File: src/hw/rv_core_pkg.sv
// Shared widths, opcodes and instruction views for the small RV32I core
// Imported by every RTL file and by the testbench
`default_nettype none

package rv_core_pkg;

  ////////////////////
  // Widths
  ////////////////////

  // Data and address width
  localparam int XLEN        = 32;
  // Register index width
  localparam int REG_ADDR_W  = 5;
  // Outstanding bus requests plus buffered responses
  localparam int FETCH_DEPTH = 2;

  ////////////////////
  // Encodings
  ////////////////////

  // Major opcodes accepted by execute
  localparam logic [6:0] OPC_OP_IMM = 7'b0010011;
  localparam logic [6:0] OPC_OP     = 7'b0110011;
  localparam logic [6:0] OPC_LUI    = 7'b0110111;

  // funct3 codes
  localparam logic [2:0] F3_ADD = 3'b000;
  localparam logic [2:0] F3_SLT = 3'b010;
  localparam logic [2:0] F3_XOR = 3'b100;
  localparam logic [2:0] F3_OR  = 3'b110;
  localparam logic [2:0] F3_AND = 3'b111;

  // funct7 marking SUB, all other R-type ops use zero
  localparam logic [6:0] F7_SUB = 7'b0100000;

  // R-type view
  typedef struct packed {
    logic [6:0]            funct7;
    logic [REG_ADDR_W-1:0] rs2;
    logic [REG_ADDR_W-1:0] rs1;
    logic [2:0]            funct3;
    logic [REG_ADDR_W-1:0] rd;
    logic [6:0]            opcode;
  } rv_rtype_t;

  // I-type view, upper 20 bits double as the U-type immediate
  typedef struct packed {
    logic [11:0]           imm;
    logic [REG_ADDR_W-1:0] rs1;
    logic [2:0]            funct3;
    logic [REG_ADDR_W-1:0] rd;
    logic [6:0]            opcode;
  } rv_itype_t;

  // One instruction word, decoded either way
  typedef union packed {
    rv_rtype_t r;
    rv_itype_t i;
  } rv_instr_u;

endpackage

`default_nettype wire

File: src/hw/rv_stage_ifs.sv
// Stage-to-stage interfaces inside the core
// fetch_ex_if carries a valid/ready handshake, ex_wb_if has no back-pressure
`timescale 1ns/1ns
`default_nettype none

interface fetch_ex_if;
  import rv_core_pkg::*;

  // Oldest buffered response
  logic            valid;
  logic [XLEN-1:0] instr;
  logic [XLEN-1:0] pc;
  // Bus error on this word
  logic            err;
  // Execute accepts
  logic            ready;

  modport fetch (output valid, instr, pc, err, input ready);
  modport ex    (input valid, instr, pc, err, output ready);
endinterface

interface ex_wb_if;
  import rv_core_pkg::*;

  // Executed instruction, taken by writeback every cycle
  logic                  valid;
  logic [REG_ADDR_W-1:0] rd;
  logic [XLEN-1:0]       result;
  logic [XLEN-1:0]       pc;

  // Writeback register fed back for operand bypass
  logic                  fwd_valid;
  logic [REG_ADDR_W-1:0] fwd_rd;
  logic [XLEN-1:0]       fwd_data;

  modport ex (output valid, rd, result, pc, input fwd_valid, fwd_rd, fwd_data);
  modport wb (input valid, rd, result, pc, output fwd_valid, fwd_rd, fwd_data);
endinterface

`default_nettype wire

File: src/hw/rv_fetch.sv
// Instruction fetch, OBI master with up to two requests in flight
// Responses land in a small in-order buffer that feeds execute
`timescale 1ns/1ns
`default_nettype none

module rv_fetch (
  input  logic                          clk_i,
  input  logic                          rst_n_i,
  input  logic                          fetch_enable_i,
  input  logic [rv_core_pkg::XLEN-1:0]  boot_addr_i,
  output logic                          instr_req_o,
  input  logic                          instr_gnt_i,
  output logic [rv_core_pkg::XLEN-1:0]  instr_addr_o,
  input  logic                          instr_rvalid_i,
  input  logic [rv_core_pkg::XLEN-1:0]  instr_rdata_i,
  input  logic                          instr_err_i,
  fetch_ex_if.fetch                     fetch_ex_o
);
  import rv_core_pkg::*;

  // Control state
  logic                                 running_q;
  logic                                 start;
  logic [XLEN-1:0]                      req_addr_q;
  logic [XLEN-1:0]                      rsp_pc_q;
  logic [$clog2(FETCH_DEPTH+1)-1:0]     out_cnt_q;
  logic [$clog2(FETCH_DEPTH+1)-1:0]     buf_cnt_q;
  logic [$clog2(FETCH_DEPTH)-1:0]       wr_ptr_q;
  logic [$clog2(FETCH_DEPTH)-1:0]       rd_ptr_q;
  logic                                 gnt_fire;
  logic                                 pop;

  // Response buffer payload
  logic [XLEN-1:0]                      buf_instr_q [FETCH_DEPTH];
  logic [XLEN-1:0]                      buf_pc_q    [FETCH_DEPTH];
  logic                                 buf_err_q   [FETCH_DEPTH];

  ////////////////////
  // Bus request
  ////////////////////

  // First enable edge starts the core
  assign start = fetch_enable_i && !running_q;

  // Only ask when a slot is guaranteed for the response
  assign instr_req_o  = running_q && ((out_cnt_q + buf_cnt_q) < FETCH_DEPTH);
  assign instr_addr_o = req_addr_q;
  assign gnt_fire     = instr_req_o && instr_gnt_i;

  always_ff @(posedge clk_i or negedge rst_n_i) begin
    if (!rst_n_i) begin
      running_q  <= 1'b0;
      req_addr_q <= '0;
      rsp_pc_q   <= '0;
    end else begin
      if (start) begin
        running_q  <= 1'b1;
        req_addr_q <= boot_addr_i;
        rsp_pc_q   <= boot_addr_i;
      end else begin
        // Next word once this one is granted
        if (gnt_fire) req_addr_q <= req_addr_q + 32'd4;
        // Responses come back in order
        if (instr_rvalid_i) rsp_pc_q <= rsp_pc_q + 32'd4;
      end
    end
  end

  // Requests granted but not yet answered
  always_ff @(posedge clk_i or negedge rst_n_i) begin
    if (!rst_n_i) begin
      out_cnt_q <= '0;
    end else if (gnt_fire && !instr_rvalid_i) begin
      out_cnt_q <= out_cnt_q + 1'b1;
    end else if (!gnt_fire && instr_rvalid_i) begin
      out_cnt_q <= out_cnt_q - 1'b1;
    end
  end

  ////////////////////
  // Response buffer
  ////////////////////

  assign pop = fetch_ex_o.valid && fetch_ex_o.ready;

  always_ff @(posedge clk_i or negedge rst_n_i) begin
    if (!rst_n_i) begin
      buf_cnt_q <= '0;
      wr_ptr_q  <= '0;
      rd_ptr_q  <= '0;
    end else begin
      if (instr_rvalid_i) wr_ptr_q <= wr_ptr_q + 1'b1;
      if (pop) rd_ptr_q <= rd_ptr_q + 1'b1;
      if (instr_rvalid_i && !pop) begin
        buf_cnt_q <= buf_cnt_q + 1'b1;
      end else if (!instr_rvalid_i && pop) begin
        buf_cnt_q <= buf_cnt_q - 1'b1;
      end
    end
  end

  // Payload, written at the tail
  always_ff @(posedge clk_i) begin
    if (instr_rvalid_i) begin
      buf_instr_q[wr_ptr_q] <= instr_rdata_i;
      buf_pc_q[wr_ptr_q]    <= rsp_pc_q;
      buf_err_q[wr_ptr_q]   <= instr_err_i;
    end
  end

  // Head entry goes to execute
  assign fetch_ex_o.valid = (buf_cnt_q != '0);
  assign fetch_ex_o.instr = buf_instr_q[rd_ptr_q];
  assign fetch_ex_o.pc    = buf_pc_q[rd_ptr_q];
  assign fetch_ex_o.err   = buf_err_q[rd_ptr_q];

endmodule

`default_nettype wire

File: src/hw/rv_ex_stage.sv
// Decode and execute for the integer subset, one instruction per cycle
// Owns operand bypass from writeback and the sticky halt
`timescale 1ns/1ns
`default_nettype none

module rv_ex_stage (
  input  logic                               clk_i,
  input  logic                               rst_n_i,
  fetch_ex_if.ex                             fetch_ex_i,
  ex_wb_if.ex                                ex_wb_o,
  output logic [rv_core_pkg::REG_ADDR_W-1:0] rf_raddr_a_o,
  output logic [rv_core_pkg::REG_ADDR_W-1:0] rf_raddr_b_o,
  input  logic [rv_core_pkg::XLEN-1:0]       rf_rdata_a_i,
  input  logic [rv_core_pkg::XLEN-1:0]       rf_rdata_b_i,
  output logic                               halted_o,
  output logic [rv_core_pkg::XLEN-1:0]       halt_pc_o
);
  import rv_core_pkg::*;

  rv_instr_u       instr;
  logic            fire;
  logic            legal;
  logic            is_sub;
  logic            halt_q;
  logic [XLEN-1:0] halt_pc_q;
  logic [XLEN-1:0] rs1_val;
  logic [XLEN-1:0] rs2_val;
  logic [XLEN-1:0] op_b;
  logic [XLEN-1:0] imm_i;
  logic [XLEN-1:0] imm_u;
  logic [XLEN-1:0] alu_res;

  assign instr = fetch_ex_i.instr;

  ////////////////////
  // Decode
  ////////////////////

  always_comb begin
    case (instr.r.opcode)
      OPC_LUI:    legal = 1'b1;
      // SLTI is outside the subset
      OPC_OP_IMM: legal = instr.i.funct3 inside {F3_ADD, F3_XOR, F3_OR, F3_AND};
      OPC_OP: begin
        legal = ((instr.r.funct7 == '0) &&
                 (instr.r.funct3 inside {F3_ADD, F3_XOR, F3_OR, F3_AND, F3_SLT})) ||
                ((instr.r.funct7 == F7_SUB) && (instr.r.funct3 == F3_ADD));
      end
      default:    legal = 1'b0;
    endcase
  end

  // Sign-extended I immediate
  assign imm_i  = {{(XLEN-12){instr.i.imm[11]}}, instr.i.imm};
  // LUI value from the top 20 bits of the I view
  assign imm_u  = {instr.i.imm, instr.i.rs1, instr.i.funct3, 12'h000};
  assign is_sub = (instr.r.opcode == OPC_OP) && (instr.r.funct7 == F7_SUB);

  ////////////////////
  // Operands
  ////////////////////

  assign rf_raddr_a_o = instr.r.rs1;
  assign rf_raddr_b_o = instr.r.rs2;

  // Writeback result is not in the register file yet
  always_comb begin
    rs1_val = rf_rdata_a_i;
    rs2_val = rf_rdata_b_i;
    if (ex_wb_o.fwd_valid && (ex_wb_o.fwd_rd == instr.r.rs1) && (instr.r.rs1 != '0)) begin
      rs1_val = ex_wb_o.fwd_data;
    end
    if (ex_wb_o.fwd_valid && (ex_wb_o.fwd_rd == instr.r.rs2) && (instr.r.rs2 != '0)) begin
      rs2_val = ex_wb_o.fwd_data;
    end
  end

  assign op_b = (instr.r.opcode == OPC_OP) ? rs2_val : imm_i;

  ////////////////////
  // ALU
  ////////////////////

  always_comb begin
    case (instr.r.funct3)
      F3_ADD:  alu_res = is_sub ? (rs1_val - op_b) : (rs1_val + op_b);
      F3_XOR:  alu_res = rs1_val ^ op_b;
      F3_OR:   alu_res = rs1_val | op_b;
      F3_AND:  alu_res = rs1_val & op_b;
      F3_SLT:  alu_res = {{(XLEN-1){1'b0}}, ($signed(rs1_val) < $signed(op_b))};
      default: alu_res = rs1_val + op_b;
    endcase
    // LUI ignores funct3 bits, which belong to its immediate
    if (instr.r.opcode == OPC_LUI) alu_res = imm_u;
  end

  // Handshake, stalls for good once halted
  assign fetch_ex_i.ready = !halt_q;
  assign fire             = fetch_ex_i.valid && fetch_ex_i.ready;

  // Bad items never reach writeback
  assign ex_wb_o.valid  = fire && legal && !fetch_ex_i.err;
  assign ex_wb_o.rd     = instr.r.rd;
  assign ex_wb_o.result = alu_res;
  assign ex_wb_o.pc     = fetch_ex_i.pc;

  ////////////////////
  // Sticky halt
  ////////////////////

  always_ff @(posedge clk_i or negedge rst_n_i) begin
    if (!rst_n_i) begin
      halt_q    <= 1'b0;
      halt_pc_q <= '0;
    end else if (fire && (fetch_ex_i.err || !legal)) begin
      halt_q    <= 1'b1;
      halt_pc_q <= fetch_ex_i.pc;
    end
  end

  assign halted_o  = halt_q;
  assign halt_pc_o = halt_pc_q;

endmodule

`default_nettype wire

File: src/hw/rv_regfile.sv
// Integer register file, x1 to x31 in flops, x0 hardwired to zero
// Two combinational read ports, one write port
`timescale 1ns/1ns
`default_nettype none

module rv_regfile (
  input  logic                               clk_i,
  input  logic                               rst_n_i,
  input  logic [rv_core_pkg::REG_ADDR_W-1:0] raddr_a_i,
  input  logic [rv_core_pkg::REG_ADDR_W-1:0] raddr_b_i,
  output logic [rv_core_pkg::XLEN-1:0]       rdata_a_o,
  output logic [rv_core_pkg::XLEN-1:0]       rdata_b_o,
  input  logic                               we_i,
  input  logic [rv_core_pkg::REG_ADDR_W-1:0] waddr_i,
  input  logic [rv_core_pkg::XLEN-1:0]       wdata_i
);
  import rv_core_pkg::*;

  // No storage behind x0
  logic [XLEN-1:0] regs_q [1:(2**REG_ADDR_W)-1];

  always_ff @(posedge clk_i or negedge rst_n_i) begin
    if (!rst_n_i) begin
      for (int i = 1; i < 2**REG_ADDR_W; i++) begin
        regs_q[i] <= '0;
      end
    end else if (we_i && (waddr_i != '0)) begin
      regs_q[waddr_i] <= wdata_i;
    end
  end

  // Reads see the old value during a write, bypass lives in execute
  assign rdata_a_o = (raddr_a_i == '0) ? '0 : regs_q[raddr_a_i];
  assign rdata_b_o = (raddr_b_i == '0) ? '0 : regs_q[raddr_b_i];

endmodule

`default_nettype wire

File: src/hw/rv_wb_stage.sv
// Writeback register, drives the register file write and the retire trace
// Accepts every cycle and feeds its contents back for bypass
`timescale 1ns/1ns
`default_nettype none

module rv_wb_stage (
  input  logic                               clk_i,
  input  logic                               rst_n_i,
  ex_wb_if.wb                                ex_wb_i,
  output logic                               rf_we_o,
  output logic [rv_core_pkg::REG_ADDR_W-1:0] rf_waddr_o,
  output logic [rv_core_pkg::XLEN-1:0]       rf_wdata_o,
  output logic                               retire_valid_o,
  output logic [rv_core_pkg::XLEN-1:0]       retire_pc_o,
  output logic [rv_core_pkg::REG_ADDR_W-1:0] retire_rd_o,
  output logic [rv_core_pkg::XLEN-1:0]       retire_wdata_o,
  output logic [rv_core_pkg::XLEN-1:0]       retire_count_o
);
  import rv_core_pkg::*;

  logic                  valid_q;
  logic [REG_ADDR_W-1:0] rd_q;
  logic [XLEN-1:0]       result_q;
  logic [XLEN-1:0]       pc_q;
  logic [XLEN-1:0]       count_q;

  always_ff @(posedge clk_i or negedge rst_n_i) begin
    if (!rst_n_i) begin
      valid_q <= 1'b0;
      count_q <= '0;
    end else begin
      valid_q <= ex_wb_i.valid;
      // Bumped when the retire cycle ends
      if (valid_q) count_q <= count_q + 1'b1;
    end
  end

  // Payload
  always_ff @(posedge clk_i) begin
    rd_q     <= ex_wb_i.rd;
    result_q <= ex_wb_i.result;
    pc_q     <= ex_wb_i.pc;
  end

  // Register file write at end of retire cycle
  assign rf_we_o    = valid_q;
  assign rf_waddr_o = rd_q;
  assign rf_wdata_o = result_q;

  // Bypass to execute
  assign ex_wb_i.fwd_valid = valid_q;
  assign ex_wb_i.fwd_rd    = rd_q;
  assign ex_wb_i.fwd_data  = result_q;

  // Retire trace
  assign retire_valid_o = valid_q;
  assign retire_pc_o    = pc_q;
  assign retire_rd_o    = rd_q;
  assign retire_wdata_o = result_q;
  assign retire_count_o = count_q;

endmodule

`default_nettype wire

File: src/hw/rv_core.sv
// Top level of the small RV32I core
// Instruction bus in, retire trace and halt status out
`timescale 1ns/1ns
`default_nettype none

module rv_core (
  input  logic                               clk_i,
  input  logic                               rst_n_i,
  input  logic                               fetch_enable_i,
  input  logic [rv_core_pkg::XLEN-1:0]       boot_addr_i,
  // Instruction bus
  output logic                               instr_req_o,
  input  logic                               instr_gnt_i,
  output logic [rv_core_pkg::XLEN-1:0]       instr_addr_o,
  input  logic                               instr_rvalid_i,
  input  logic [rv_core_pkg::XLEN-1:0]       instr_rdata_i,
  input  logic                               instr_err_i,
  // Retirement trace
  output logic                               retire_valid_o,
  output logic [rv_core_pkg::XLEN-1:0]       retire_pc_o,
  output logic [rv_core_pkg::REG_ADDR_W-1:0] retire_rd_o,
  output logic [rv_core_pkg::XLEN-1:0]       retire_wdata_o,
  output logic [rv_core_pkg::XLEN-1:0]       retire_count_o,
  // Halt status
  output logic                               halted_o,
  output logic [rv_core_pkg::XLEN-1:0]       halt_pc_o
);
  import rv_core_pkg::*;

  // Register file ports
  logic [REG_ADDR_W-1:0] rf_raddr_a;
  logic [REG_ADDR_W-1:0] rf_raddr_b;
  logic [XLEN-1:0]       rf_rdata_a;
  logic [XLEN-1:0]       rf_rdata_b;
  logic                  rf_we;
  logic [REG_ADDR_W-1:0] rf_waddr;
  logic [XLEN-1:0]       rf_wdata;

  // Stage links
  fetch_ex_if fetch_ex_bus ();
  ex_wb_if    ex_wb_bus ();

  ////////////////////
  // Stages
  ////////////////////

  rv_fetch fetch_stage_i (
    .clk_i          ( clk_i          ),
    .rst_n_i        ( rst_n_i        ),
    .fetch_enable_i ( fetch_enable_i ),
    .boot_addr_i    ( boot_addr_i    ),
    .instr_req_o    ( instr_req_o    ),
    .instr_gnt_i    ( instr_gnt_i    ),
    .instr_addr_o   ( instr_addr_o   ),
    .instr_rvalid_i ( instr_rvalid_i ),
    .instr_rdata_i  ( instr_rdata_i  ),
    .instr_err_i    ( instr_err_i    ),
    .fetch_ex_o     ( fetch_ex_bus   )
  );

  rv_ex_stage ex_stage_i (
    .clk_i          ( clk_i          ),
    .rst_n_i        ( rst_n_i        ),
    .fetch_ex_i     ( fetch_ex_bus   ),
    .ex_wb_o        ( ex_wb_bus      ),
    .rf_raddr_a_o   ( rf_raddr_a     ),
    .rf_raddr_b_o   ( rf_raddr_b     ),
    .rf_rdata_a_i   ( rf_rdata_a     ),
    .rf_rdata_b_i   ( rf_rdata_b     ),
    .halted_o       ( halted_o       ),
    .halt_pc_o      ( halt_pc_o      )
  );

  rv_regfile regfile_i (
    .clk_i          ( clk_i          ),
    .rst_n_i        ( rst_n_i        ),
    .raddr_a_i      ( rf_raddr_a     ),
    .raddr_b_i      ( rf_raddr_b     ),
    .rdata_a_o      ( rf_rdata_a     ),
    .rdata_b_o      ( rf_rdata_b     ),
    .we_i           ( rf_we          ),
    .waddr_i        ( rf_waddr       ),
    .wdata_i        ( rf_wdata       )
  );

  rv_wb_stage wb_stage_i (
    .clk_i          ( clk_i          ),
    .rst_n_i        ( rst_n_i        ),
    .ex_wb_i        ( ex_wb_bus      ),
    .rf_we_o        ( rf_we          ),
    .rf_waddr_o     ( rf_waddr       ),
    .rf_wdata_o     ( rf_wdata       ),
    .retire_valid_o ( retire_valid_o ),
    .retire_pc_o    ( retire_pc_o    ),
    .retire_rd_o    ( retire_rd_o    ),
    .retire_wdata_o ( retire_wdata_o ),
    .retire_count_o ( retire_count_o )
  );

endmodule

`default_nettype wire

File: config.mk
export PLATFORM = sky130hd
export DESIGN_NAME = rv_core
export DESIGN_NICKNAME = d
export VERILOG_FILES = /design/src/hw/rv_core_pkg.sv /design/src/hw/rv_stage_ifs.sv /design/src/hw/rv_fetch.sv /design/src/hw/rv_ex_stage.sv /design/src/hw/rv_regfile.sv /design/src/hw/rv_wb_stage.sv /design/src/hw/rv_core.sv
export SDC_FILE = /design/constraint.sdc
export NUM_CORES = 2
export LEC_CHECK = 0
export BUFFER_PORTS_ARGS = -buffer_cell sky130_fd_sc_hd__buf_2
export CAP_MARGIN = 10
export CORE_ASPECT_RATIO = 1.2
export CORE_MARGIN = 8
export CORE_UTILIZATION = 62
export CTS_CLUSTER_DIAMETER = 60
export DETAILED_ROUTE_END_ITERATION = 7
export PLACE_DENSITY = 0.91
export SYNTH_ARGS = -nofsm -noshare
export SYNTH_HDL_FRONTEND = slang
export SYNTH_SLANG_ARGS = --single-unit
File: constraint.sdc
create_clock -name clk_i -period 7.7 [get_ports clk_i]
set_clock_uncertainty 0.1 [all_clocks]
set_input_delay 1.925 -clock clk_i [delete_from_list [all_inputs] [get_ports clk_i]]
set_output_delay 1.925 -clock clk_i [all_outputs]
set_load 0.01 [all_outputs]
# Word-level counts from Yosys, hierarchy flattened
# Memories as Yosys holds them, arrays and structs flattened.
# Index checks and enable logic that the tools add are counted.
[word_totals]
regBits = 1198
ramBits = 130
output_inout_bits = 168
n_memories = 3
[mem_list]
columns = ["memory", "depth", "width", "rd", "rd_clocked_by_memory_dff", "write_ports", "line", "text"]
rows = [
  ["fetch_stage_i.buf_instr_q", 2, 32, 1, 0, 1, "rv_fetch.sv:34", "logic [XLEN-1:0] buf_instr_q [FETCH_DEPTH];"],
  ["fetch_stage_i.buf_pc_q", 2, 32, 1, 0, 1, "rv_fetch.sv:35", "logic [XLEN-1:0] buf_pc_q [FETCH_DEPTH];"],
  ["fetch_stage_i.buf_err_q", 2, 1, 1, 0, 1, "rv_fetch.sv:36", "logic buf_err_q [FETCH_DEPTH];"],
]
[op_classes]
add_sub_neg = 12
magnitude_cmp = 6
eq_ne = 10
mux = 28
bitwise_logic = 6
reduce_logical = 43
[ops]
columns = ["op", "n"]
rows = [
  ["$bwmux W992", 1],
  ["$mux W32", 16],
  ["$bmux W32 S5", 2],
  ["$demux W32 S5", 1],
  ["$pmux W32 S5", 1],
  ["$add A32 B3 Y32 const B", 2],
  ["$add A32 B1 Y32 const B", 1],
  ["$add A32 B32 Y32", 1],
  ["$and A32 B32 Y32", 1],
  ["$lt A32 B2 Y1 const B", 1],
  ["$lt A32 B32 Y1", 1],
  ["$or A32 B32 Y32", 1],
  ["$sub A32 B32 Y32", 1],
  ["$xor A32 B32 Y32", 1],
  ["$eq A7 B6 Y1 const B", 3],
  ["$logic_and A1 B1 Y1", 20],
  ["$reduce_bool A5 Y1", 4],
  ["$ge A6 B6 Y1 const B", 3],
  ["$not A5 Y6", 3],
  ["$eq A5 B5 Y1", 2],
  ["$logic_not A5 Y1", 2],
  ["$reduce_bool A2 Y1", 5],
  ["$eq A3 B3 Y1 const B", 3],
  ["$mux W2", 4],
  ["other kinds (14)", 25],
]

# Depth between registers and ports, before layout
# An unclocked memory read counts as a cell.
[logic_depth]
word_depth = 12
ltp_mapped = 27
depth_no_buf = 24

# Hierarchy
# From an unflattened synthesis, not the netlist that was laid out.
[hier_totals]
hier_cells = 5806
area_unflattened_um2 = 73835.8
[modules_own_cells]
columns = ["module", "n_inst", "cells_each", "area_each_um2"]
rows = [
  ["rv_regfile", 1, 3779, 53543.9],
  ["rv_ex_stage", 1, 1172, 8425.6],
  ["rv_fetch", 1, 584, 8364.3],
  ["rv_wb_stage", 1, 271, 3502.1],
]

# Least setup slack after synthesis
# OpenSTA, ideal clock, no wires.
[synth_timing]
path_type = "input to register"
startpoint = "input port instr_rvalid_i"
endpoint = "memory fetch_stage_i.buf_err_q[0] (enable)"
setup_time_ns = 0.488
t_arrival_ns = 4.716
required_ns = 7.112
slack_ns = 2.395
cell_stages = 2
cell_sequence = "inv_1 > nor2_1"
[synth_between]
elab_chain_len = 2
[synth_rtl]
columns = ["element", "line", "text"]
rows = [
  ["start, declared", "rv_core.sv:15", "input logic instr_rvalid_i,"],
  ["$mux W1", "rv_fetch.sv:104", "if (instr_rvalid_i) begin"],
  ["$mux W1 (not written as such)", "rv_fetch.sv:107", "buf_err_q[wr_ptr_q] <= instr_err_i;"],
  ["end, declared", "rv_fetch.sv:36", ""],
]
# Every way passes these cells.

# Worst setup path in the final report
[layout_timing]
startpoint = "register fetch_stage_i.rd_ptr_q"
endpoint = "register wb_stage_i.result_q[0], in the netlist wb_stage_i.ex_wb_i.fwd_data[0]"
[layout_between]
elab_chain_len = 11
elab_cells_between_ends = 41
[layout_rtl]
columns = ["element", "line", "text"]
rows = [
  ["start, declared", "rv_fetch.sv:29", "logic [$clog2(FETCH_DEPTH)-1:0] rd_ptr_q;"],
  ["start signal, assigned", "rv_fetch.sv:93", "if (pop) rd_ptr_q <= rd_ptr_q + 1'b1;"],
  ["$mem_v2 Z2 W32 *", "n/a", ""],
  ["$not A5 Y6 (not written as such)", "rv_regfile.sv:34", "assign rdata_b_o = (raddr_b_i == '0) ? '0 : regs_q[raddr_b_i];"],
  ["$bmux W32 S5", "rv_regfile.sv:34", ""],
  ["$mux W32 (not written as such) (2 in series)", "rv_regfile.sv:34", ""],
  ["$mux W32", "rv_regfile.sv:34", ""],
  ["$mux W32", "rv_ex_stage.sv:73", "if (ex_wb_o.fwd_valid && (ex_wb_o.fwd_rd == instr.r.rs2) && (instr.r.rs2 != '0)) begin"],
  ["$mux W32", "rv_ex_stage.sv:78", "assign op_b = (instr.r.opcode == OPC_OP) ? rs2_val : imm_i;"],
  ["$add A32 B32 Y32 / $sub A32 B32 Y32 (equally long branches)", "rv_ex_stage.sv:86, rv_ex_stage.sv:91", ""],
  ["$mux W32", "rv_ex_stage.sv:86", "F3_ADD: alu_res = is_sub ? (rs1_val - op_b) : (rs1_val + op_b);"],
  ["$pmux W32 S5", "rv_ex_stage.sv:85", "case (instr.r.funct3)"],
  ["end signal, assigned", "rv_wb_stage.sv:41", "result_q <= ex_wb_i.result;"],
  ["end, declared", "rv_wb_stage.sv:23", "logic [XLEN-1:0] result_q;"],
]
# Every way passes the cells marked *; elsewhere a longest branch is shown, timed or not. The select of a mux whose other input is x is not followed.
# A chain may end at the register's enable or synchronous reset.

==> metrics.md <==
| Metric | Value |
|---|---|
| Startpoint Class | flip-flop |
| Synth Warn # | 0 |
| FF-to-FF path depth | 17 |
| Core ar. | 115000 um^2 |
| Longest Clk Path Bufs | 3 |
| Post-layout util | 68.9% |
| Final period util | 95.9% |
| Clk sink count | 1328 |
| Crit path max-delay family | compound AO/OA/AOI/OAI gates |
| Worst slew pin tran | 1.36 ns |
| DP Cell Count | ~7200 |
| Antenna violations before repair | 12 |
| Number of global-route vias before repair | 58700 |
| WP depth | 17 |
| Top cells by area, synth | dfrtp_1 39%, mux2_2 17%, mux4_2 14% |
| Cts bufs inserted | 134 |
| Crit end category | flip-flop |
| Commonest cells post-synth | 1129 x dfrtp_1, 1072 x mux2_2, 607 x nand2_1 |
| Routed vias | 56200 |
| Fin Setup TNS | 0 ns |
| CTS H-Tree Depth | 4 |
| Post-synth top area cell | dfrtp_1 |
| Failing checks | DRC |
| Compound-Gate Fraction of Synth Area | just under 7% |
| Total track usage | 37.0% |
| Initial Util | between 60% and 70% |
| Largest net degree at the start of global routing | 164 |
| Drt total wl | 240000 um |
| WL per Instance | approximately 32 um |
| Postcts setup bufs | 0 |
| Final Max Slew Viols | 0 |
| MaxCap Viol Count | 0 |
| Hold WC Path Type | flip-flop to flip-flop |
| RSZ-0062 raised after global routing | no |
| Final Hold Fails | 0 |
| First-pass GRT wire length | roughly 360000 um |
| Global placer's final weighted congestion | 0.974 |
| Crit-path max FO | 42 |
| Ports | 238 |
| Slowest stage delay, CP | about 0.81 ns |
| Post-DP HPWL | 143000 um |
| Finished Layout Cells | 7439 |
| Seq cells post-synth | around 1300 |
| Crit path DAT | 7.94 ns |
| Crit Path Class | flip-flop to flip-flop |
| Mean Syn Cell Area | 12.4 um^2 |
| Status | finished, violations left |
| Die X | 326 um |
| Site row count | 136 |
| Nets | 5984 |
| P_leak | 35.4 nW |
| 1st-pass router iterations | 8 |
| DP Area | 74500 um^2 |
| Most frequent cell after synthesis | dfrtp_1 |
| Post-synth ARST share | 85.0% |
| Clk_lat worst skew | 0.80 ns |
| Simple-gate share of the synthesized area | 7.35% |
| Initial detailed-routing violation count | 8636 |
| Synth Instances | 5768 |
| CP required | between 8 and 9 ns |
| Worst-path cell chain | mux2i_4 > buf_4 > buf_4 > nand2_1 > and3_1 > o311ai_1 > o21ai_0 > a21oi_1 > ha_1 > nor4_1 > o211ai_1 > nand2_1 > a31oi_1 > o41ai_1 > nand2b_1 > a41oi_1 > nor2_1 |
| Gr ovfl total | 0 |
| Pre-CTS setup slack | 0.594 ns |
| Height of the chip | about 400 um |
| Adder-cell area share of the yosys netlist | approximately 1.9% |
| Setup ws final | 0.314 ns |
| Final Instance Area | 79000 um^2 |
| CP bufs+invs | 2 |
| Synthesized area | 71600 um^2 |
| Fillcell total | 7006 |
| Vias/cell | between 7 and 8 |
| Count of cells resized by post-cts repair | 0 |
| Area fraction of the dominant cell type after synthesis | 39.4% |
| Cell Pwr Density | around 340 nW/um^2 |
| CTS root buffer | clkbuf_16 |
| Setup Viol. Count Final | 0 |
| P&R area growth vs syn | 10.2% |
| CTS tree | built |
| DRC Markers | 1 |
| Worst vdd ir | 315 uV |
| Sequential area share after synthesis | 46.8% |
| Layout cells sized above 1 | around 37% |
| Clk slew on worst S/H paths | 0.06 ns |
| Xor/xnor share of the synthesized area | 1.76% |
| Main combinational cell family by area after synthesis | multiplexers |
| Highest Clock Rate | between 100 and 150 MHz |
| Relative slew margins | between 8 and 9% |
| Netlist cell types | 79 |
| Post-synth EDFFs | 130 |
| Minimum clock period | 7.39 ns |
| Hold-fix buffers at CTS | 0 |
| CP max-delay cell | dfrtp_4 |
| Hold path depth | 1 |
| Die area | 127000 um^2 |
| Post-synthesis mux area share | a little under a third |
| Routed Antenna Nets | 0 |
| PortBufs | between 200 and 250 |
| Syn_nets | 5944 |
| Main synth FF type | dfrtp_1 |
[logic make-up (layout without fill, tap and decap cells)]
logic type      count (synthesis)  count (layout)
buf+inv                       606             755
mux                          1575            1575
compound gates                815             815
xor+xnor                      144             144
simple gates                 1194            1194
fa+ha+maj                     106             106
other cells                     0               4
flops                        1328            1328
[area by class of cell]
class	instances	area (um^2)	area share [%]
Tap cell	1518	1900	2.40
Sequential cell	1328	33500	42.5
Inverter	101	379	0.480
Clock inverter	57	672	0.851
Clock buffer	188	3820	4.84
Antenna cell	4	10.0	0.0127
Timing Repair Buffer	409	2750	3.48
Multi-Input combinational cell	3834	35900	45.5
[placed cells by master (no fill, tap or decap), drive strengths merged, types with 7 or more instances in the layout]
master,Yosys,layout
a21o,17,17
or3,8,8
clkbuf,330,188
o211ai,24,24
nor3,56,56
mux2i,53,53
dfxtp,69,69
nor2b,12,12
ha,103,103
clkinv,3,37
nand2b,15,15
nand4,28,28
mux2,1075,1075
nand2,609,609
o311ai,23,23
a21oi,264,264
edfxtp,130,130
o22ai,37,37
a221o,9,9
nor4,7,7
nor2,179,179
bufinv,0,8
o31ai,11,11
o21ai,224,224
a22oi,16,16
a211oi,38,38
a221oi,14,14
buf,175,409
inv,98,112
and3,44,44
o2111ai,34,34
xnor2,86,86
mux4,447,447
and2,9,9
xor2,58,58
a31oi,49,49
o21bai,18,18
dfrtp,1129,1129
nand3,199,199
[worst reg2reg max path, stage by stage, from the launching register on]
cell,delay (ns)
dfrtp_4,0.81
mux2i_4,0.38
buf_4,0.59
buf_4,0.77
nand2_1,0.13
and3_1,0.23
o311ai_1,0.77
o21ai_0,0.21
a21oi_1,0.27
ha_1,0.43
nor4_1,0.71
o211ai_1,0.33
nand2_1,0.25
a31oi_1,0.22
o41ai_1,0.62
nand2b_1,0.17
a41oi_1,0.24
nor2_1,0.05
[through the flow]
stage	total power [W]	hold WS, ns
6_report	0.0267	0.370
5_1_grt	0.0274	0.382
3_5_place_dp	0.0194	0.357
2_1_floorplan	0.0154	0.342
3_3_place_gp	0.0192	0.350
4_1_cts	0.0262	0.373
[report_power, final]
part / total (W) / switching, W / internal (W)
Clock: 0.00675 / 0.00296 / 0.00379
Sequential: 0.00814 / 0.000455 / 0.00768
Combinational: 0.0118 / 0.00809 / 0.00374
Total: 0.0267 / 0.0115 / 0.0152
[routing by layer]
metal  GRT usage, %  vias up  wire, um
met4           27.5       18     22300
met1           43.4    27500     76900
met5          0.686        -       220
met2           54.8     5372    106000
li1               -    21400         -
met3           15.0     1815     35300
[state kept, by name, indices dropped and copies added, names as in the netlist, 2 cells and up]
name / cells
fetch_stage_i.buf_pc_q: 64
fetch_stage_i.rsp_pc_q: 32
fetch_stage_i.buf_err_q: 2
regfile_i.regs_q: 992
wb_stage_i.retire_count_o: 32
fetch_stage_i.buf_instr_q: 64
fetch_stage_i.out_cnt_q: 2
wb_stage_i.ex_wb_i.fwd_data: 32
ex_stage_i.halt_pc_o: 32
wb_stage_i.ex_wb_i.fwd_rd: 5
fetch_stage_i.instr_addr_o: 32
wb_stage_i.retire_pc_o: 32
fetch_stage_i.buf_cnt_q: 2
[path summary, 6_finish.rpt]
path	start	endpoint	slack, ns
min in group asynchronous	rst_n_i	fetch_stage_i.rsp_pc_q[1]	1.08
min reg2reg	fetch_stage_i.buf_instr_q[1][9]	wb_stage_i.ex_wb_i.fwd_rd[2]	0.37
min	fetch_stage_i.buf_instr_q[1][9]	wb_stage_i.ex_wb_i.fwd_rd[2]	0.37
max reg2reg	fetch_stage_i.rd_ptr_q	wb_stage_i.ex_wb_i.fwd_data[0]	0.31
max	fetch_stage_i.rd_ptr_q	wb_stage_i.ex_wb_i.fwd_data[0]	0.31
max in group asynchronous	rst_n_i	regfile_i.regs_q[825]	4.88
(Power assumes the default switching activity.)
